File: src/mac_macros.svh
// width and size constants for the signed multiply-accumulate pipeline, included by every RTL file
`ifndef MAC_MACROS_SVH
`define MAC_MACROS_SVH

////////////////////////////////////////////////////////////////////////
// operand and product widths
////////////////////////////////////////////////////////////////////////

// signed operand bytes
`define MAC_DATA_W 8

// full signed product of two operands
`define MAC_PROD_W 16

////////////////////////////////////////////////////////////////////////
// array shape and accumulator
////////////////////////////////////////////////////////////////////////

// one partial-product row per multiplier bit
`define MAC_ROWS 8

// running sum, wraps modulo 2^28
`define MAC_ACC_W 28

`endif

File: src/mac_pkg.sv
// shared data types and opcode for the multiply-accumulate pipeline stages
`default_nettype none

`include "mac_macros.svh"

package mac_pkg;

  ////////////////////////////////////////////////////////////////////////
  // scalar types
  ////////////////////////////////////////////////////////////////////////
  typedef logic signed [`MAC_DATA_W-1:0] operand_t;   // input byte
  typedef logic        [`MAC_DATA_W-1:0] magnitude_t; // |operand|, 128 fits
  typedef logic signed [`MAC_PROD_W-1:0] product_t;
  typedef logic signed [`MAC_ACC_W-1:0]  acc_t;

  // start a fresh sum or add onto the running one
  typedef enum logic {
    OP_ACCUM = 1'b0,
    OP_START = 1'b1
  } mac_op_e;

  ////////////////////////////////////////////////////////////////////////
  // stage bundles
  ////////////////////////////////////////////////////////////////////////

  // travels beside the rows through every reduction level
  typedef struct packed {
    logic    sign; // product sign
    mac_op_e op;
  } tag_t;

  typedef struct packed {
    magnitude_t [`MAC_ROWS-1:0] rows; // row i = |a| gated by bit i of |b|
    tag_t                       tag;
  } pp_bundle_t;

  typedef struct packed {
    logic [`MAC_PROD_W-1:0] mag;
    tag_t                   tag;
  } unsigned_prod_t;

  typedef struct packed {
    product_t prod;
    mac_op_e  op;
  } signed_prod_t;

endpackage

`default_nettype wire

File: src/pp_gen_stage.sv
// first pipeline stage, forms operand magnitudes and registers the partial-product rows
`timescale 1ns/1ps
`default_nettype none

`include "mac_macros.svh"

module pp_gen_stage (
  input  logic                clk,
  input  logic                rstn,
  input  logic                en,
  input  mac_pkg::operand_t   a,
  input  mac_pkg::operand_t   b,
  input  mac_pkg::mac_op_e    op,
  output mac_pkg::pp_bundle_t pp
);

  mac_pkg::magnitude_t                a_mag;
  mac_pkg::magnitude_t                b_mag;
  mac_pkg::magnitude_t [`MAC_ROWS-1:0] rows;
  logic                               sign;

  ////////////////////////////////////////////////////////////////////////
  // magnitudes
  ////////////////////////////////////////////////////////////////////////

  // -(-128) wraps to 8'h80, which reads as 128 unsigned
  assign a_mag = a[`MAC_DATA_W-1] ? mac_pkg::magnitude_t'(-a)
                                  : mac_pkg::magnitude_t'(a);
  assign b_mag = b[`MAC_DATA_W-1] ? mac_pkg::magnitude_t'(-b)
                                  : mac_pkg::magnitude_t'(b);

  assign sign = a[`MAC_DATA_W-1] ^ b[`MAC_DATA_W-1]; // restored in stage eight

  ////////////////////////////////////////////////////////////////////////
  // partial-product rows
  ////////////////////////////////////////////////////////////////////////

  // row weight 2^i is applied later by the reduction shifts
  always_comb begin
    for (int i = 0; i < `MAC_ROWS; i++) begin
      rows[i] = b_mag[i] ? a_mag : '0;
    end
  end

  always_ff @(posedge clk) begin
    if (!rstn) begin
      pp.rows     <= '0;
      pp.tag.sign <= 1'b0;
      pp.tag.op   <= mac_pkg::OP_ACCUM; // bubble adds zero
    end else if (en) begin
      pp.rows     <= rows;
      pp.tag.sign <= sign;
      pp.tag.op   <= op;
    end
  end

endmodule

`default_nettype wire

File: src/reduce_level.sv
// one reduction level of the multiplier tree, adds shifted row pairs over two register stages
`timescale 1ns/1ps
`default_nettype none

`include "mac_macros.svh"

module reduce_level #(
  parameter int IN_ROWS = 8,
  parameter int IN_W    = 8,
  parameter int SHIFT   = 1
) (
  input  logic                                          clk,
  input  logic                                          rstn,
  input  logic                                          en,
  input  logic [IN_ROWS-1:0][IN_W-1:0]                  rows_in,
  input  mac_pkg::tag_t                                 tag_in,
  output logic [IN_ROWS/2-1:0][`MAC_DATA_W+2*SHIFT-1:0] rows_out,
  output mac_pkg::tag_t                                 tag_out
);

  // each output row is |a| times a 2*SHIFT bit slice of |b|
  localparam int NP    = IN_ROWS / 2;
  localparam int OUT_W = `MAC_DATA_W + 2 * SHIFT;
  localparam int LO_W  = OUT_W / 2;
  localparam int HI_W  = OUT_W - LO_W;

  logic [NP-1:0][OUT_W-1:0] even_ext;
  logic [NP-1:0][OUT_W-1:0] odd_ext;   // odd row already shifted
  logic [NP-1:0][OUT_W:0]   pair_full; // only used to check the fit
  logic [NP-1:0][LO_W:0]    lo_sum;
  logic [NP-1:0][LO_W:0]    lo_q;      // low half plus its carry
  logic [NP-1:0][HI_W-1:0]  even_hi_q;
  logic [NP-1:0][HI_W-1:0]  odd_hi_q;
  logic [NP-1:0][HI_W-1:0]  hi_sum;
  mac_pkg::tag_t            tag_q;

  ////////////////////////////////////////////////////////////////////////
  // first stage, low half add
  ////////////////////////////////////////////////////////////////////////

  always_comb begin
    for (int i = 0; i < NP; i++) begin
      even_ext[i]  = OUT_W'(rows_in[2*i]);
      odd_ext[i]   = OUT_W'(rows_in[2*i+1]) << SHIFT;
      pair_full[i] = {1'b0, even_ext[i]} + {1'b0, odd_ext[i]};
      lo_sum[i]    = {1'b0, even_ext[i][LO_W-1:0]} + {1'b0, odd_ext[i][LO_W-1:0]};
    end
  end

  always_ff @(posedge clk) begin
    if (!rstn) begin
      lo_q      <= '0;
      even_hi_q <= '0;
      odd_hi_q  <= '0;
      tag_q     <= '{sign: 1'b0, op: mac_pkg::OP_ACCUM};
    end else if (en) begin
      lo_q <= lo_sum;
      for (int i = 0; i < NP; i++) begin
        even_hi_q[i] <= even_ext[i][OUT_W-1:LO_W]; // upper bits wait a stage
        odd_hi_q[i]  <= odd_ext[i][OUT_W-1:LO_W];
      end
      tag_q <= tag_in;
    end
  end

  ////////////////////////////////////////////////////////////////////////
  // second stage, high half add with carry
  ////////////////////////////////////////////////////////////////////////

  always_comb begin
    for (int i = 0; i < NP; i++) begin
      hi_sum[i] = even_hi_q[i] + odd_hi_q[i] + HI_W'(lo_q[i][LO_W]);
    end
  end

  always_ff @(posedge clk) begin
    if (!rstn) begin
      rows_out <= '0;
      tag_out  <= '{sign: 1'b0, op: mac_pkg::OP_ACCUM};
    end else if (en) begin
      for (int i = 0; i < NP; i++) begin
        rows_out[i] <= {hi_sum[i], lo_q[i][LO_W-1:0]};
      end
      tag_out <= tag_q;
    end
  end

  ////////////////////////////////////////////////////////////////////////
  // checks
  ////////////////////////////////////////////////////////////////////////

  // upstream rows are bounded so no pair overflows the narrower output row
  for (genvar g = 0; g < NP; g++) begin : g_fit
    a_pair_fits: assert property (@(posedge clk) disable iff (!rstn)
      pair_full[g][OUT_W] == 1'b0)
      else $error("pair %0d sum exceeds %0d bits", g, OUT_W);
  end

endmodule

`default_nettype wire

File: src/sign_restore_stage.sv
// stage eight, turns the unsigned product magnitude back into a signed product
`timescale 1ns/1ps
`default_nettype none

`include "mac_macros.svh"

module sign_restore_stage (
  input  logic                    clk,
  input  logic                    rstn,
  input  logic                    en,
  input  mac_pkg::unsigned_prod_t uprod,
  output mac_pkg::signed_prod_t   sprod
);

  mac_pkg::product_t prod_pos;

  assign prod_pos = mac_pkg::product_t'(uprod.mag); // top bit always clear here

  always_ff @(posedge clk) begin
    if (!rstn) begin
      sprod.prod <= '0;
      sprod.op   <= mac_pkg::OP_ACCUM;
    end else if (en) begin
      sprod.prod <= uprod.tag.sign ? -prod_pos : prod_pos; // two's complement when negative
      sprod.op   <= uprod.tag.op;
    end
  end

  ////////////////////////////////////////////////////////////////////////
  // checks
  ////////////////////////////////////////////////////////////////////////

  // largest magnitude is 128 * 128, from the whole reduction tree
  a_mag_range: assert property (@(posedge clk) disable iff (!rstn)
    uprod.mag <= (`MAC_PROD_W'(1) << (2 * `MAC_DATA_W - 2)))
    else $error("product magnitude %0d out of range", uprod.mag);

endmodule

`default_nettype wire

File: src/accumulate_stage.sv
// stage nine, starts or extends the running 28-bit sum from each signed product
`timescale 1ns/1ps
`default_nettype none

`include "mac_macros.svh"

module accumulate_stage (
  input  logic                  clk,
  input  logic                  rstn,
  input  logic                  en,
  input  mac_pkg::signed_prod_t sprod,
  output mac_pkg::acc_t         result
);

  mac_pkg::acc_t prod_ext;
  mac_pkg::acc_t acc_next;

  ////////////////////////////////////////////////////////////////////////
  // accumulator
  ////////////////////////////////////////////////////////////////////////

  assign prod_ext = mac_pkg::acc_t'(sprod.prod); // sign extended

  always_comb begin
    if (sprod.op == mac_pkg::OP_START) begin
      acc_next = prod_ext; // new sum begins with this product
    end else begin
      acc_next = result + prod_ext; // wraps modulo 2^28
    end
  end

  always_ff @(posedge clk) begin
    if (!rstn) begin
      result <= '0;
    end else if (en) begin
      result <= acc_next;
    end
  end

  ////////////////////////////////////////////////////////////////////////
  // checks
  ////////////////////////////////////////////////////////////////////////

  // a stalled pipeline must not move the visible sum
  a_hold_on_stall: assert property (@(posedge clk)
    (rstn && !en) |=> $stable(result))
    else $error("result changed while en was low");

  a_zero_after_reset: assert property (@(posedge clk)
    !rstn |=> (result == '0))
    else $error("result not cleared by reset");

endmodule

`default_nettype wire

File: src/mac_top.sv
// top level of the nine-stage signed 8x8 multiply-accumulate element, plain ports only
`timescale 1ns/1ps
`default_nettype none

`include "mac_macros.svh"

module mac_top (
  input  logic              clk,
  input  logic              rstn,
  input  logic              en,     // stalls every stage when low
  input  mac_pkg::mac_op_e  op,
  input  mac_pkg::operand_t a,
  input  mac_pkg::operand_t b,
  output mac_pkg::acc_t     result
);

  mac_pkg::pp_bundle_t                               pp;
  logic [`MAC_ROWS/2-1:0][`MAC_DATA_W+1:0]           l1_rows; // 4 x 10
  logic [`MAC_ROWS/4-1:0][`MAC_DATA_W+3:0]           l2_rows; // 2 x 12
  logic [`MAC_ROWS/8-1:0][`MAC_PROD_W-1:0]           l3_rows; // 1 x 16
  mac_pkg::tag_t                                     l1_tag;
  mac_pkg::tag_t                                     l2_tag;
  mac_pkg::tag_t                                     l3_tag;
  mac_pkg::unsigned_prod_t                           uprod;
  mac_pkg::signed_prod_t                             sprod;

  ////////////////////////////////////////////////////////////////////////
  // stage 1 and the reduction tree, stages 2 to 7
  ////////////////////////////////////////////////////////////////////////

  pp_gen_stage pp_gen_i (
    .clk (clk), .rstn (rstn), .en (en),
    .a   (a), .b (b), .op (op),
    .pp  (pp)
  );

  reduce_level #(.IN_ROWS(`MAC_ROWS), .IN_W(`MAC_DATA_W), .SHIFT(1)) reduce_l1_i (
    .clk     (clk), .rstn (rstn), .en (en),
    .rows_in (pp.rows), .tag_in (pp.tag),
    .rows_out(l1_rows), .tag_out(l1_tag)
  );

  reduce_level #(.IN_ROWS(`MAC_ROWS/2), .IN_W(`MAC_DATA_W+2), .SHIFT(2)) reduce_l2_i (
    .clk     (clk), .rstn (rstn), .en (en),
    .rows_in (l1_rows), .tag_in (l1_tag),
    .rows_out(l2_rows), .tag_out(l2_tag)
  );

  reduce_level #(.IN_ROWS(`MAC_ROWS/4), .IN_W(`MAC_DATA_W+4), .SHIFT(4)) reduce_l3_i (
    .clk     (clk), .rstn (rstn), .en (en),
    .rows_in (l2_rows), .tag_in (l2_tag),
    .rows_out(l3_rows), .tag_out(l3_tag)
  );

  assign uprod.mag = l3_rows[0];
  assign uprod.tag = l3_tag;

  ////////////////////////////////////////////////////////////////////////
  // stages 8 and 9
  ////////////////////////////////////////////////////////////////////////

  sign_restore_stage sign_restore_i (
    .clk (clk), .rstn (rstn), .en (en),
    .uprod(uprod), .sprod(sprod)
  );

  accumulate_stage accumulate_i (
    .clk (clk), .rstn (rstn), .en (en),
    .sprod(sprod), .result(result)
  );

endmodule

`default_nettype wire

File: config.mk
export PLATFORM = sky130hd
export DESIGN_NAME = mac_top
export DESIGN_NICKNAME = d
export VERILOG_FILES = /design/src/mac_pkg.sv /design/src/pp_gen_stage.sv /design/src/reduce_level.sv /design/src/sign_restore_stage.sv /design/src/accumulate_stage.sv /design/src/mac_top.sv
export VERILOG_INCLUDE_DIRS = /design/src /design/src/src
export SDC_FILE = /design/constraint.sdc
export NUM_CORES = 1
export LEC_CHECK = 0
export ABC_AREA = 0
export ABC_CLOCK_PERIOD_IN_PS = 3800
export BUFFER_PORTS_ARGS = -buffer_cell sky130_fd_sc_hd__buf_4
export CORE_MARGIN = 2
export CORE_UTILIZATION = 60
export CTS_CLUSTER_DIAMETER = 150
export DETAILED_ROUTE_END_ITERATION = 7
export MAX_ROUTING_LAYER = met4
export PLACE_DENSITY = 0.78
export SLEW_MARGIN = 20
export SYNTH_ARGS = -nofsm -noshare
export SYNTH_HDL_FRONTEND = slang
export SYNTH_HIERARCHICAL = 1
export SYNTH_SLANG_ARGS = --single-unit
export TNS_END_PERCENT = 1
File: constraint.sdc
create_clock -name clk -period 3.8 [get_ports clk]
set_clock_uncertainty 0.05 [all_clocks]
set_input_delay 0.76 -clock clk [delete_from_list [all_inputs] [get_ports clk]]
set_output_delay 0.76 -clock clk [all_outputs]
set_load 0.02 [all_outputs]
# Yosys cells after proc, flatten, opt, wreduce, memory -nomap -nowiden
# Cells that the tools add are included.
# W data, S select, Z words.
# word_totals
wordCells	91
input_bits	20
output_inout_bits	28
ff_bits	310
# classes
bitwise_logic	1
n_mux	12
n_addsub	25
# ops
op	n
$mux W8	10
$add A28 B16 Y28	1
$mux W28	1
$add A5 B5 Y6	4
$add A3 B4 Y5	4
$add A5 B1 Y5	4
$mux W16	1
$neg A16 Y16	1
$neg A8 Y8	2
$add A6 B6 Y7	2
$add A4 B6 Y6	2
$add A6 B1 Y6	2
$add A8 B8 Y9	1
$add A4 B8 Y8	1
$add A8 B1 Y8	1
$xor A1 B1 Y1	1

# Longest topological paths before layout
# depth
ltp_word	3
mapped_depth	11
mapped_depth_nobuf	11

# By module
# Netlist, hierarchy kept.
# by_module_without_submodules
mod	cells_each	seq_area_each_um2	area_each_um2	instances
reduce_level (reduce_l1_i)	448	1921.8	4659.5	1
reduce_level (reduce_l2_i)	280	1241.2	2954.1	1
pp_gen_stage	335	1321.3	2924.1	1
accumulate_stage	321	560.5	2571.2	1
reduce_level (reduce_l3_i)	192	820.8	1975.6	1
sign_restore_stage	114	340.3	962.2	1

# Worst setup path after synthesis
# Ideal clock, no wire load.
# synth_timing
path_type	reg2reg
startpoint	register sign_restore_i/sprod[16] (netlist name)
endpoint	register accumulate_i.result[27]
stages_incl_launch_ff	11
n_path_buf	1
synth_period_minus_slack_ps	2605
path_slack_ps	1195
t_arrival_ps	2436
setup_time_ps	120
t_required_ps	3630
cell_sequence	dfxtp_1 ha_1 buf_2 a21oi_1 a21boi_0 o41ai_1 a21oi_2 nand4_1 nand2_1 a41o_1 o31a_1
# synth_via
elab_chain_len	2
# synth_lines
item	line_no	text
$add A28 B16 Y28	accumulate_stage.sv:28	acc_next = result + prod_ext;
$mux W28 *	accumulate_stage.sv:25	if (sprod.op == mac_pkg::OP_START) begin
end signal: assignment	accumulate_stage.sv:36	result <= acc_next;
end: declaration	accumulate_stage.sv:12	output mac_pkg::acc_t result
# Mark *: on every way between the ends. The rest lies on a longest branch, timed or not.
# A chain may end at the register's enable or synchronous reset.

# Worst setup path in the final report
# layout_timing
startpoint	register sign_restore_i/sprod[16] (netlist name)
endpoint	register accumulate_i.result[27]
# layout_via
elab_chain_len	2
# layout_lines
item	line_no
$add A28 B16 Y28	accumulate_stage.sv:28
$mux W28 *	accumulate_stage.sv:25
# Marks and branches as above.

==> run metrics <==
Setup Buffers After CTS 0; CP Data Required Time 4.14 ns; share of Yosys cell area claimed by the top area cell type 38.7%; DR WL/cell 16.3 um; Unique masters post-synth 88; Sw Share 24.1%; Leak Pwr 7.27 nW; Filler Cells Inserted 2,095; Post-synth top cells dfxtp_1 (310), nor2b_1 (190), mux2i_1 (160); clk root buf clkbuf_16; max-slew violations 0; Max Fclk 343 MHz; Final setup viols 0; Hold Path Class flip-flop to flip-flop; via count 11.9k; startpoint types flip-flop; Multi-input gate area 0.00903 mm2; I/O Buffers 47; die area 0.0281 mm2; Starting Density 61.4%; # DRC 5; maximum fanout along the worst path 19; gpl congestion 0.904; max-cap violation count 0; DP Worst Slack 0.913 ns; worst-case clock buffer depth 3; Starting DRT DRC Count 840; most common cell in the synthesized netlist dfxtp_1; top_reg_cell synth dfxtp_1; Max VDD drop 0.384 mV; YS warnings 6; Layout area overhead 9.00%; hpwl dp 22,600 um; hold slack 0.415 ns; clock tree sinks 310; final worst slack 0.885 ns; RSZ-0062 raised after global routing no; Final ANT Viol Nets 0; post-synthesis async set-or-reset flop share 0%; Netlist Area Pre-Place 0.0160 mm2; Layout Nets 1,805; failing checks design-rule violations; hold buffers post-CTS 0; first-pass GRT wire length 56,400 um; Sequential Power Share 46.5%; WL final 33,400 um; largest area contributor in the netlist dfxtp_1; die height 168 um; Seq cells post-synth 310; total gr overflow 0; worst reg2reg path depth 9; vias per cell 5.84; # rows 59; pin count of the biggest net entering global routing 152; run status complete, but fails checks; antenna violations before repair 0; cts repair resizes 0; crit share post-route 76.7%; Num CTS Buffers 34; CP Class flip-flop to flip-flop; WHS Path Cells 2; Worst Tran Pin Value 1.14 ns; Clock Pin Slew Worst Setup and Hold Paths 0.06 ns; Internal 0.00560 W; Clock Power Share 43.4%; Slew HR 23.7%; pwr dens 422 mW/mm2; post-route setup TNS 0 ns; Hold Fails Final Rpt 0; Storage cell area 0.00621 mm2; Inserted Diodes 0; Worst Setup End Kind flip-flop; power share of the combinational group 10.1%; die width 168 um; gr usage total 24.6%; Sw Pwr 0.00178 W; number of global-route vias before repair 11.5k; Syn Nets 1,807; I/O pin total 48; CTS tree done; first-pass iteration count of the detailed router 7; Seq/Total Area, Yosys 38.7%; Worst EP arrival 3.25 ns; # H-tree levels 2; Worst-Skew Late Latency 0.51 ns; Tmin final 2.92 ns; core area 0.0261 mm2; synthesized area per cell 9.50 um2; synthesized instance count 1,690; share of post-route cells with drive strength above 1 8.54%; EDFF count, synth 0; synth top area cells dfxtp_1 (39%), mux2i_1 (10%), nor2b_1 (7.4%)
## state kept, by name (all words and copies together) (netlist names), 14 cells and up
name                  cells
reduce_l2_i/rows_out     24
reduce_l1_i/lo_q         24
pp_gen_i/pp              66
accumulate_i/result      28
reduce_l1_i/odd_hi_q     16
reduce_l3_i/rows_out     16
reduce_l1_i/rows_out     40
sign_restore_i/sprod     17
reduce_l2_i/lo_q         14
## layer usage
metal  part of all wire (%)  GRT usage (%)  vias to the layer above
li1                       -              -                     6001
met1                     47           31.7                     5647
met2                     47           40.5                      215
met3                    3.3           2.88                       66
met4                    2.9           8.13                        0
met5                      0              -                        -
## placed cells by master (no fill, tap or decap), types with 4 or more instances in the layout
cell,synthesis,routed
nand2b_1,7,7
nor4_1,6,6
xor2_1,12,12
inv_1,65,65
a31oi_1,14,14
a32o_1,15,15
nand4_1,12,12
nor3b_1,4,4
o21ai_0,43,43
nor2_1,46,46
o21ai_1,13,13
o211a_1,27,27
nor2b_1,190,190
buf_4,8,55
clkinv_2,0,4
dfxtp_1,310,310
nor3_1,9,9
clkbuf_1,46,6
a21o_1,31,31
o211ai_1,22,22
a21boi_1,5,5
a211oi_2,4,4
clkbuf_16,0,35
and3_1,16,16
xnor2_1,33,33
a211o_1,5,5
nand4b_1,5,5
a21oi_1,106,106
nand2_1,112,112
fa_1,22,22
ha_1,75,75
nand3b_1,33,33
a211oi_1,13,13
o21bai_1,7,7
mux2i_1,160,160
o21a_1,17,17
nand3_1,68,68
clkbuf_8,0,10
or3_1,5,5
## cells by family (layout without fill, tap and decap cells)
family          count (synthesis)  after routing  share of synthesized area, %
compound gates                375            375                          16.6
xor+xnor                       46             46                          2.56
fa+ha+maj                      97             97                          8.59
buf+inv                       167            186                          5.06
flops                         310            310                          38.7
mux                           162            162                          10.1
simple gates                  533            533                          18.4
## final timing paths
path | start | end | slack (ns)
worst max register to register | sign_restore_i/sprod[16]$_SDFFE_PN0P_ | accumulate_i/result[27]$_SDFFE_PN0P_ | 0.88
worst min-delay path | pp_gen_i/pp[24]$_SDFFE_PN0P_ | pp_gen_i/pp[24]$_SDFFE_PN0P_ | 0.42
worst min register to register | pp_gen_i/pp[24]$_SDFFE_PN0P_ | pp_gen_i/pp[24]$_SDFFE_PN0P_ | 0.42
worst max-delay path | sign_restore_i/sprod[16]$_SDFFE_PN0P_ | accumulate_i/result[27]$_SDFFE_PN0P_ | 0.88
## area by class of cell
class / count / area share [%]
flip-flops and latches: 310 / 35.5
well taps: 335 / 2.40
inverters: 70 / 1.50
repair buffers: 59 / 2.74
multi-input cells: 1213 / 51.6
clock buffers: 51 / 5.92
clock inverters: 6 / 0.336
## power by group through the flow
stage,sequential (W),combinational [W],clock (W)
after floorplan,0.00350,0.000545,0
after detailed placement,0.00350,0.000737,0
after CTS,0.00343,0.000742,0.00328
after global routing,0.00344,0.000817,0.00342
after global placement,0.00350,0.000722,0
final,0.00343,0.000742,0.00321
## worst max-delay path, cell delays in order (launching register included)
cell      delay (ns)
dfxtp_1         0.77
ha_1            0.44
a21oi_1         0.18
a21boi_0        0.13
o41ai_1         0.39
a21oi_2         0.10
nand4_1         0.14
nand2_1         0.08
a41o_1          0.24
o31a_1          0.28
## through the flow
step / instances / cell area, um2 / util, % / total power, W
2_1_floorplan: 1690 / 16000 / - / 0.00405
3_3_place_gp: 1987 / 16400 / 62.7 / 0.00422
3_5_place_dp: 1987 / 16400 / 62.7 / 0.00424
4_1_cts: 2044 / 17500 / 66.9 / 0.00745
5_1_grt: 2044 / 17500 / 66.9 / 0.00768
6_report: 2044 / 17500 / 66.9 / 0.00738
No activity file was read; power rests on OpenSTA's default activity.
